## src/rtl/mpu_sta_pkg.sv

```systemverilog
// Common widths, slot count and read FSM states for the MPU status logic, imported by every RTL block
package mpu_sta_pkg;

    // ----------------------------------------------------------------------
    // Status bus format
    // ----------------------------------------------------------------------

    // Full word on the MPU status bus
    localparam int sta_word_w = 18;

    // One slot status word, low part of a bus word
    localparam int sta_data_w = 16;

    // Set only in word 0 of a frame
    localparam int sta_hdr_bit = 17;

    // Slot number field in the header, bits 3..0
    localparam int slot_w = 4;

    // ----------------------------------------------------------------------
    // Slots and frames
    // ----------------------------------------------------------------------

    // Line slots present, numbers 8..15 are unused
    localparam int slot_cnt = 8;

    // Header plus two status words
    localparam int frm_len = 3;

    // Good and error frame counters
    localparam int cnt_w = 16;

    // ----------------------------------------------------------------------
    // Host read FSM
    // ----------------------------------------------------------------------

    // Idle, then one state per returned word
    typedef enum logic [1:0] {
        rd_idle,
        rd_word1,
        rd_word2
    } rd_state_e;

endpackage

```

## src/rtl/mpu_slot_sta.sv

```systemverilog
// Per-slot status parser, one instance per line slot, keeps words 1 and 2 of frames for its slot
`timescale 1ns/1ps

module mpu_slot_sta
    import mpu_sta_pkg::*;
#(
    parameter logic [slot_w-1:0] slot_num = '0
) (
    input  logic                  clk_150m,
    input  logic                  rst_150m,
    input  logic                  rd_hold,
    input  logic                  mpu_sta_dval,
    input  logic [sta_word_w-1:0] mpu_sta_data,
    output logic [sta_data_w-1:0] mpu_slot_sta1,
    output logic [sta_data_w-1:0] mpu_slot_sta2
);

    // Word position 0..frm_len, holds at frm_len for long bursts
    typedef logic [$clog2(frm_len + 1)-1:0] pos_t;

    logic [slot_w-1:0] slot_number;
    pos_t              word_pos;
    logic              hdr_vld;
    logic              own_slot;

    // Burst started with a header naming this slot
    assign own_slot = hdr_vld && (slot_number == slot_num);

    // ----------------------------------------------------------------------
    // Header capture and word position
    // ----------------------------------------------------------------------
    always_ff @(posedge clk_150m or negedge rst_150m) begin
        if (!rst_150m) begin
            slot_number <= '0;
            word_pos    <= '0;
            hdr_vld     <= 1'b0;
        end else if (!mpu_sta_dval) begin
            // Idle cycle ends the burst
            word_pos <= '0;
            hdr_vld  <= 1'b0;
        end else begin
            if (word_pos != pos_t'(frm_len)) begin
                word_pos <= word_pos + 1'b1;
            end
            // First word of the burst decides if it is tracked at all
            if (word_pos == '0) begin
                hdr_vld <= mpu_sta_data[sta_hdr_bit];
                if (mpu_sta_data[sta_hdr_bit]) begin
                    slot_number <= mpu_sta_data[slot_w-1:0];
                end
            end
        end
    end

    // ----------------------------------------------------------------------
    // Status word update, blocked while the host reads
    // ----------------------------------------------------------------------
    always_ff @(posedge clk_150m or negedge rst_150m) begin
        if (!rst_150m) begin
            mpu_slot_sta1 <= '0;
            mpu_slot_sta2 <= '0;
        end else if (mpu_sta_dval && own_slot && !rd_hold) begin
            // Word 1
            if (word_pos == pos_t'(1)) begin
                mpu_slot_sta1 <= mpu_sta_data[sta_data_w-1:0];
            end
            // Word 2
            if (word_pos == pos_t'(2)) begin
                mpu_slot_sta2 <= mpu_sta_data[sta_data_w-1:0];
            end
        end
    end

endmodule

```

## src/rtl/mpu_sta_rd.sv

```systemverilog
// Host read FSM, returns both status words of one slot and holds slot updates during the read
`timescale 1ns/1ps

module mpu_sta_rd
    import mpu_sta_pkg::*;
(
    input  logic                                 clk_150m,
    input  logic                                 rst_150m,
    input  logic                                 rd_req,
    input  logic [slot_w-1:0]                    rd_slot,
    input  logic [slot_cnt-1:0][sta_data_w-1:0]  slot_sta1,
    input  logic [slot_cnt-1:0][sta_data_w-1:0]  slot_sta2,
    output logic                                 rd_dval,
    output logic [sta_data_w-1:0]                rd_data
);

    rd_state_e                     rd_state;
    logic [slot_w-1:0]             slot_q;
    logic [$clog2(slot_cnt)-1:0]   slot_idx;
    logic                          slot_vld;

    // Slot numbers past the last slot read back as zeros
    assign slot_vld = slot_q < slot_w'(slot_cnt);
    assign slot_idx = slot_q[$clog2(slot_cnt)-1:0];

    // ----------------------------------------------------------------------
    // Read FSM
    // ----------------------------------------------------------------------
    always_ff @(posedge clk_150m or negedge rst_150m) begin
        if (!rst_150m) begin
            rd_state <= rd_idle;
            slot_q   <= '0;
            rd_dval  <= 1'b0;
            rd_data  <= '0;
        end else begin
            case (rd_state)
                rd_idle: begin
                    rd_dval <= 1'b0;
                    rd_data <= '0;
                    // Request in the last data cycle is dropped
                    if (rd_req && !rd_dval) begin
                        slot_q   <= rd_slot;
                        rd_state <= rd_word1;
                    end
                end
                rd_word1: begin
                    // First data cycle, hold starts with it
                    rd_dval  <= 1'b1;
                    rd_data  <= slot_vld ? slot_sta1[slot_idx] : '0;
                    rd_state <= rd_word2;
                end
                rd_word2: begin
                    rd_dval  <= 1'b1;
                    rd_data  <= slot_vld ? slot_sta2[slot_idx] : '0;
                    rd_state <= rd_idle;
                end
                default: begin
                    rd_dval  <= 1'b0;
                    rd_state <= rd_idle;
                end
            endcase
        end
    end

endmodule

```

## src/rtl/mpu_sta_top.sv

```systemverilog
// Top level of the MPU slot status block, ties the slot parsers, frame monitor and host read FSM
`timescale 1ns/1ps

module mpu_sta_top
    import mpu_sta_pkg::*;
(
    input  logic                  clk_150m,
    input  logic                  rst_150m,
    input  logic                  mpu_sta_dval,
    input  logic [sta_word_w-1:0] mpu_sta_data,
    input  logic                  rd_req,
    input  logic [slot_w-1:0]     rd_slot,
    output logic                  rd_dval,
    output logic [sta_data_w-1:0] rd_data,
    output logic [cnt_w-1:0]      frm_ok_cnt,
    output logic [cnt_w-1:0]      frm_err_cnt
);

    // Status words of all slots, indexed by slot number
    logic [slot_cnt-1:0][sta_data_w-1:0] slot_sta1;
    logic [slot_cnt-1:0][sta_data_w-1:0] slot_sta2;

    // ----------------------------------------------------------------------
    // Slot parsers, rd_dval doubles as update hold
    // ----------------------------------------------------------------------
    for (genvar i = 0; i < slot_cnt; i++) begin : g_slot
        mpu_slot_sta #(
            .slot_num (slot_w'(i))
        ) slot_i (
            .clk_150m      (clk_150m),
            .rst_150m      (rst_150m),
            .rd_hold       (rd_dval),
            .mpu_sta_dval  (mpu_sta_dval),
            .mpu_sta_data  (mpu_sta_data),
            .mpu_slot_sta1 (slot_sta1[i]),
            .mpu_slot_sta2 (slot_sta2[i])
        );
    end

    // Frame statistics on the same bus
    sta_frame_mon mon_i (
        .clk_150m     (clk_150m),
        .rst_150m     (rst_150m),
        .mpu_sta_dval (mpu_sta_dval),
        .mpu_sta_data (mpu_sta_data),
        .frm_ok_cnt   (frm_ok_cnt),
        .frm_err_cnt  (frm_err_cnt)
    );

    // Host side
    mpu_sta_rd rd_i (
        .clk_150m  (clk_150m),
        .rst_150m  (rst_150m),
        .rd_req    (rd_req),
        .rd_slot   (rd_slot),
        .slot_sta1 (slot_sta1),
        .slot_sta2 (slot_sta2),
        .rd_dval   (rd_dval),
        .rd_data   (rd_data)
    );

endmodule

```

## src/rtl/sta_frame_mon.sv

```systemverilog
// Frame checker on the MPU status bus, counts good and malformed bursts with saturating counters
`timescale 1ns/1ps

module sta_frame_mon
    import mpu_sta_pkg::*;
(
    input  logic                  clk_150m,
    input  logic                  rst_150m,
    input  logic                  mpu_sta_dval,
    input  logic [sta_word_w-1:0] mpu_sta_data,
    output logic [cnt_w-1:0]      frm_ok_cnt,
    output logic [cnt_w-1:0]      frm_err_cnt
);

    // Burst length 0..frm_len+1, the top value marks an overlong burst
    typedef logic [$clog2(frm_len + 2)-1:0] len_t;

    len_t burst_len;
    logic hdr_ok;
    logic slot_ok;
    logic burst_end;
    logic frm_good;

    // First idle cycle after a burst
    assign burst_end = !mpu_sta_dval && (burst_len != '0);

    // Exact length, header flag and a slot that exists
    assign frm_good = (burst_len == len_t'(frm_len)) && hdr_ok && slot_ok;

    // ----------------------------------------------------------------------
    // Burst tracking
    // ----------------------------------------------------------------------
    always_ff @(posedge clk_150m or negedge rst_150m) begin
        if (!rst_150m) begin
            burst_len <= '0;
            hdr_ok    <= 1'b0;
            slot_ok   <= 1'b0;
        end else if (mpu_sta_dval) begin
            if (burst_len != len_t'(frm_len + 1)) begin
                burst_len <= burst_len + 1'b1;
            end
            // Word 0 carries the header checks
            if (burst_len == '0) begin
                hdr_ok  <= mpu_sta_data[sta_hdr_bit];
                slot_ok <= mpu_sta_data[slot_w-1:0] < slot_w'(slot_cnt);
            end
        end else begin
            burst_len <= '0;
            hdr_ok    <= 1'b0;
            slot_ok   <= 1'b0;
        end
    end

    // ----------------------------------------------------------------------
    // Frame counters
    // ----------------------------------------------------------------------
    always_ff @(posedge clk_150m or negedge rst_150m) begin
        if (!rst_150m) begin
            frm_ok_cnt  <= '0;
            frm_err_cnt <= '0;
        end else if (burst_end) begin
            // Both stick at all ones
            if (frm_good) begin
                if (frm_ok_cnt != '1) begin
                    frm_ok_cnt <= frm_ok_cnt + 1'b1;
                end
            end else if (frm_err_cnt != '1) begin
                frm_err_cnt <= frm_err_cnt + 1'b1;
            end
        end
    end

endmodule

```

## config.mk

```make
export PLATFORM = sky130hd
export DESIGN_NAME = mpu_sta_top
export DESIGN_NICKNAME = d
export VERILOG_FILES = /design/src/rtl/mpu_sta_pkg.sv /design/src/rtl/mpu_slot_sta.sv /design/src/rtl/mpu_sta_rd.sv /design/src/rtl/mpu_sta_top.sv /design/src/rtl/sta_frame_mon.sv
export SDC_FILE = /design/constraint.sdc
export NUM_CORES = 1
export LEC_CHECK = 0
export ABC_AREA = 1
export BUFFER_PORTS_ARGS = -buffer_cell sky130_fd_sc_hd__buf_4
export CORE_MARGIN = 4
export CORE_UTILIZATION = 30
export CTS_BUF_LIST = sky130_fd_sc_hd__clkbuf_2 sky130_fd_sc_hd__clkbuf_4 sky130_fd_sc_hd__clkbuf_8
export DETAILED_ROUTE_END_ITERATION = 7
export SLEW_MARGIN = 10
export SYNTH_ARGS = -nofsm -noshare
export SYNTH_HDL_FRONTEND = slang
export SYNTH_SLANG_ARGS = --single-unit
```

## constraint.sdc

```tcl
create_clock -name clk_150m -period 1.6 [get_ports clk_150m]
set_clock_uncertainty 0.05 [all_clocks]
set_input_delay 0.08 -clock clk_150m [delete_from_list [all_inputs] [get_ports clk_150m]]
set_output_delay 0.08 -clock clk_150m [all_outputs]
set_load 0.1 [all_outputs]
```

==> results of run 1 <==
cells in the final DEF (no fill, tap or decap), drive strengths merged:
cell type / instances
a21oi: 6
a31oi: 1
buf: 177
bufbuf: 1
bufinv: 6
clkbuf: 101
clkinv: 21
clkinvlp: 1
dfrtp: 372
diode: 1
dlygate4sd3: 25
ha: 41
inv: 273
mux2: 1
nand2: 926
nand3: 191
nand4: 5
nor2: 43
nor3: 11
nor3b: 5
o21ai: 315
o31ai: 4
xnor2: 10
xor2: 17
routing by layer:
metal  vias up  track usage  wire, µm
li1       7641            -         -
met1      7375        0.214     24300
met2       364        0.260     25700
met3        77       0.0268      2800
met4         0       0.0398      1060
met5         -            0         0
critical path, cell delays in order (launching register included):
cell     delay (ns)
dfrtp_4        0.51
inv_8          0.09
nand2_8        0.11
nor2_4         0.19
nand3_4        0.20
buf_12         0.23
nand2_2        0.05
o21ai_1        0.06
cells by family after synthesis:
group,share of synthesized area
simple gates,0.266
buf+inv,0.0897
flops,0.512
compound gates,0.0903
fa+ha+maj,0.0282
xor+xnor,0.0130
mux,0.000619
stage by stage:
step / hold slack [ns] / total power [W] / utilization / cells / setup TNS (ns)
after floorplan: -0.266 / 0.0191 / - / 2349 / -7.36
after global placement: -0.0658 / 0.0230 / 0.338 / 3156 / -0.534
after detailed placement: -0.0693 / 0.0231 / 0.338 / 3156 / -3.27
after CTS: 0.0650 / 0.0338 / 0.374 / 3301 / -3.56
after global routing: 0.0849 / 0.0378 / 0.396 / 3336 / -18.16
final: 0.100 / 0.0358 / 0.396 / 3336 / -2.45
cells in the mapped netlist:
master / n
nand2_1: 920
o21ai_0: 239
nor3_1: 8
a31oi_1: 1
o21ai_1: 76
nor2_2: 2
dfrtp_1: 372
nor3b_2: 3
nand2_4: 2
buf_2: 62
nor3_4: 1
xor2_1: 17
buf_1: 12
nand3_1: 183
ha_1: 41
o31ai_1: 4
clkinv_1: 1
clkbuf_2: 2
inv_4: 1
inv_2: 3
nor2_4: 1
nand3_4: 1
buf_4: 2
nand2_2: 2
a21oi_1: 6
buf_6: 4
nor2_1: 40
nand3_2: 7
mux2_2: 1
nand4_1: 5
inv_1: 266
xnor2_1: 10
nor3b_4: 2
nor3_2: 2
clkbuf_1: 50
final timing paths:
check                           slack (ns)                startpoint                           endpoint  cells past startpoint
worst max-delay path                 -0.08              rd_i.rd_dval  g_slot[3].slot_i.mpu_slot_sta2[3]                      7
worst min-delay path                  0.10           mpu_sta_data[3]                      mon_i.slot_ok                      3
worst max register to register       -0.08              rd_i.rd_dval  g_slot[3].slot_i.mpu_slot_sta2[3]                      7
worst min register to register        0.42  g_slot[4].slot_i.hdr_vld           g_slot[4].slot_i.hdr_vld                      2
max in group asynchronous             0.50                  rst_150m  g_slot[6].slot_i.mpu_slot_sta2[4]                      4
min in group asynchronous             0.52                  rst_150m  g_slot[6].slot_i.mpu_slot_sta1[6]                      4
registers in the layout, indices dropped and copies added (netlist names):
name / count
rd_i.rd_state: 2
rd_i.slot_q: 4
mon_i.slot_ok: 1
mon_i.frm_ok_cnt: 16
mon_i.hdr_ok: 1
mon_i.burst_len: 3
g_slot.slot_i.slot_number: 32
g_slot.slot_i.hdr_vld: 8
g_slot.slot_i.word_pos: 16
rd_i.rd_dval: 1
g_slot.slot_i.mpu_slot_sta2: 128
rd_i.rd_data: 16
mon_i.frm_err_cnt: 16
g_slot.slot_i.mpu_slot_sta1: 128
layout make-up:
cell class | count | area [µm²]
repair buffers | 219 | 2900
repair inverters | 1 | 6.26
multi-input cells | 1576 | 8100
clock inverters | 29 | 317
flip-flops and latches | 372 | 9380
inverters | 271 | 1050
diodes | 1 | 2.50
clock buffers | 85 | 1130
well taps | 782 | 978
fillers | 5938 | 36400
where the power goes:
part           internal, W  leakage [nW]  switching (W)
clock              0.00559         0.771        0.00418
sequential          0.0108          5.02        0.00111
combinational      0.00546          5.62        0.00866
total               0.0219          11.4         0.0140
repair_timing:
| item | CTS | global route |
|---|---|---|
| pin swaps | 6 | 61 |
| endpoints found under the hold margin | 694 | 0 |
| hold buffers | 26 | 0 |
| gates resized for setup | 86 | 230 |
| buffers inserted | 4 | 11 |
| endpoints found under the setup margin | 185 | 281 |
| cloned | 6 | 23 |
==> flow_summary.toml, run 1 <==
[placed_design]
pre_cts_ws_ns = -0.0464
portBuffers = 73
hpwl_um = 29500
dpl_cell_area_um2 = 20400
place_congestion = 0.773

[detailed_routing]
num_vias = 15500
via_per_inst = 4.63
drc_errors = 0
routedWlPerCell_um = 16.1
drt_pre_antenna_iters = 5
final_antenna_net_count = 0
drt-total-wl_um = 53800
dr.first_iter.drc_count = 1040

[finish]
nets = 2568
drive_gt1_frac = 0.217
design_area_um2 = 23900
synthToLayoutAreaGrowth_pct = 31.2

[setup_path]
crit_arrival_ns = 2.14
cp_max_fo = 8
critPathKind = "register to register"
start_kind = "register"
end_kind = "register"
cp.required_ns = 2.06

[die]
die_w_um = 254
core-area_um2 = 60200
rows = 90
io_pins = 75
die_h_um = 254
start_util = 0.302
design.die.area_um2 = 64700

[yosys]
synthCells = 2349
seq_area_frac_synth = 0.512
synth_warnings = 0
yosysTopAreaCell = "dfrtp_1"
syn_area_um2 = 18200
syn_avg_cell_area_um2 = 7.75
synth.top_cell.area_share = 0.512
synth_cell_types = 35
ys_seq_elements = 372
synthesis.nets = 2416
synthTopCellsByArea = "dfrtp_1 (51%), nand2_1 (19%), o21ai_0 (6.6%)"

[global_route]
grt_pass1_wl_um = 80900
grt-ovfl-total = 0
grt.total_usage = 0.156
grt_max_degree = 72
grt_pass1_vias = 14300
antenna_found_initial = 1

[timing]
hold_viol = 0
rsz0062_at_grt = "yes"
fin_crit_ns = 1.68
worst_slack_ns = -0.0780
worstMarginPinSlew_ns = 0.625
finalMaxSlewViolations = 0
finalCritPeriodShare = 1.05
setup_viol = 86
fmax_mhz = 596
relSlewSlack = 0.583

[power]
power_density_nw_per_um2 = 1500
peakVddDrop_mv = 0.728
leakage_nw = 11.4

[clocking]
cts_buffers = 60
clk_path_buf_depth = 3
h-tree-depth = 2
path_clk_slew_ns = 0.06
clock_latency_ns = 0.69
cts-root-buf = "clkbuf_8"
cts_tree = "done"
clock-sinks = 372

[job]
cap_violations = 0

[run_status]
status = "finished, violations left"
violations = "negative setup slack"

[worst_hold_path]
min_path_type = "input port to register"
No activity file was read; power rests on OpenSTA's default activity.
==> run 2, diff against run 1 <==
--- a/config.mk
+++ b/config.mk
@@ -11,6 +11,7 @@
 export CORE_UTILIZATION = 30
 export CTS_BUF_LIST = sky130_fd_sc_hd__clkbuf_2 sky130_fd_sc_hd__clkbuf_4 sky130_fd_sc_hd__clkbuf_8
 export DETAILED_ROUTE_END_ITERATION = 7
+export RECOVER_POWER = 100
 export SLEW_MARGIN = 10
 export SYNTH_ARGS = -nofsm -noshare
 export SYNTH_HDL_FRONTEND = slang
==> flow_summary.toml, run 2 (same netlist as run 1, synthesis figures left out) <==
[setup_path]
cp_cell_sequence = "inv_8, nand2_8, nor3b_4, nand3_2, buf_12, nand2_2, o21ai_1"
critPathTopFamily = "simple AND/OR/NAND/NOR gates"
reg2reg_slack_ns = -0.07
crit_arrival_ns = 2.12
slowest_delay_ns = 0.51
cp_max_fo = 32
cp.required_ns = 2.04
end_kind = "register"
path_buf_inv = 2
critPathKind = "register to register"
start_kind = "register"
r2r-end = "g_slot[5].slot_i.mpu_slot_sta2[15]"
worst_r2r_startpoint = "rd_i.rd_dval"
ff2ff_path_depth = 7
slowest_stage = "dfrtp_4"

[clocking]
clk_path_buf_depth = 3
cts_tree = "done"
clock-sinks = 372
h-tree-depth = 2
cts-root-buf = "clkbuf_8"
cts_buffers = 60
path_clk_slew_ns = 0.06
clock_latency_ns = 0.69

[timing]
worstMarginPinSlew_ns = 0.694
rsz0062_at_grt = "yes"
finalCritPeriodShare = 1.05
hold_viol = 0
fin_crit_ns = 1.67
relSlewSlack = 0.537
finalMaxSlewViolations = 0
worst_slack_ns = -0.0738
fmax_mhz = 597
setup_viol = 95

[global_route]
grt.total_usage = 0.156
grt_pass1_vias = 14300
antenna_found_initial = 1
grt-ovfl-total = 0
grt_pass1_wl_um = 80900
grt_max_degree = 72

[detailed_routing]
drt_pre_antenna_iters = 5
drt-total-wl_um = 53800
routedWlPerCell_um = 16.1
num_vias = 15400
drc_errors = 0
dr.first_iter.drc_count = 1068
final_antenna_net_count = 0
via_per_inst = 4.62

[power]
peakVddDrop_mv = 0.717
fin_total_pwr_w = 0.0357
leakage_nw = 11.4
power_density_nw_per_um2 = 1500

[run_status]
violations = "negative setup slack"
status = "finished, violations left"

[placed_design]
pre_cts_ws_ns = -0.0464
hpwl_um = 29500
place_inst = 3156
portBuffers = 73
place_congestion = 0.773

[finish]
final_common_cell = "nand2_1"
drive_gt1_frac = 0.214
final_cells = 3336
top_regs = "g_slot.slot_i.mpu_slot_sta1 (128), g_slot.slot_i.mpu_slot_sta2 (128), g_slot.slot_i.slot_number (32)"
nets = 2568
finish.utilization = 0.394
synthToLayoutAreaGrowth_pct = 30.5
most-common-layout-cells = "nand2_1 (809), dfrtp_1 (339), inv_1 (261)"

[worst_hold_path]
min_to = "mon_i.slot_ok"
min_path_type = "input port to register"
min_path_cells = 3
hp-start = "mpu_sta_data[3]"

[die]
core-area_um2 = 60200
die_h_um = 254
rows = 90
design.die.area_um2 = 64700
io_pins = 75
start_util = 0.302
die_w_um = 254

[job]
cap_violations = 0
## run 2: changes by cell type in the layout (fill, tap and decap cells not counted), moves of 2 or more
cell,delta
buf_4,-5
nand3_1,+2
dfrtp_1,+4
clkbuf_4,+7
buf_6,+4
dfrtp_2,-4
nand3_2,-2
clkbuf_2,+3
buf_12,-9
## run 2: worst max-delay path by stage
stage / depth (start not counted) / start / end / slack, ns
6_report: 7 / rd_i.rd_dval / g_slot[5].slot_i.mpu_slot_sta2[15] / -0.07
4_1_cts: 7 / rd_i.rd_dval / g_slot[3].slot_i.mpu_slot_sta2[8] / -0.1
2_1_floorplan: 11 / mon_i.frm_ok_cnt[0] / mon_i.frm_ok_cnt[3] / -0.22
5_1_grt: 11 / rd_i.slot_q[0] / rd_i.rd_data[13] / -0.18
3_3_place_gp: 7 / rd_i.rd_dval / g_slot[1].slot_i.mpu_slot_sta2[11] / -0.02
3_5_place_dp: 7 / rd_i.rd_dval / g_slot[5].slot_i.mpu_slot_sta2[11] / -0.05
## run 2: layer usage
metal / global-route usage / routed length (µm) / vias to the layer above
li1: - / - / 7645
met1: 0.214 / 24300 / 7374
met2: 0.260 / 25800 / 332
met3: 0.0268 / 2670 / 76
met4: 0.0398 / 1010 / 0
met5: 0 / 0 / -
## run 2: report_power, final
part | internal (W) | switching, W
registers | 0.0108 | 0.00112
clock network | 0.00559 | 0.00418
logic | 0.00537 | 0.00862
## run 2: timing repair
action                                  CTS  global route
hold buffers                             26             0
pin swaps                                 6            61
gates resized for setup                  86           230
endpoints found under the setup margin  185           281
setup buffers                             4            11
cloned                                    6            23
hold endpoints to repair                694             0
## run 2: area by class of cell
type | instances | area [µm²]
multi-input combinational | 1576 | 8070
fill | 5959 | 36500
timing repair inverter | 1 | 6.26
sequential | 372 | 9380
timing repair buffer | 219 | 2800
tap | 782 | 978
antenna | 1 | 2.50
clock inverter | 29 | 317
inverter | 271 | 1050
clock buffer | 85 | 1130
## run 2: worst register-to-register path: cells and delay by family (launching register included)
kind	cells	cell delay, ns
AO/OA/AOI/OAI	1	0.06
buffers and inverters	2	0.29
flip-flops	1	0.51
AND/OR/NAND/NOR	4	0.57
## run 2: per-stage QoR
stage                     hold slack (ns)  instance area (µm²)  TNS, ns
after floorplan                    -0.266                18500    -7.36
after global placement            -0.0658                20400   -0.534
after detailed placement          -0.0693                20400    -3.27
after CTS                          0.0650                22500    -3.56
after global routing               0.0849                23700   -21.45
final                               0.102                23700    -2.43
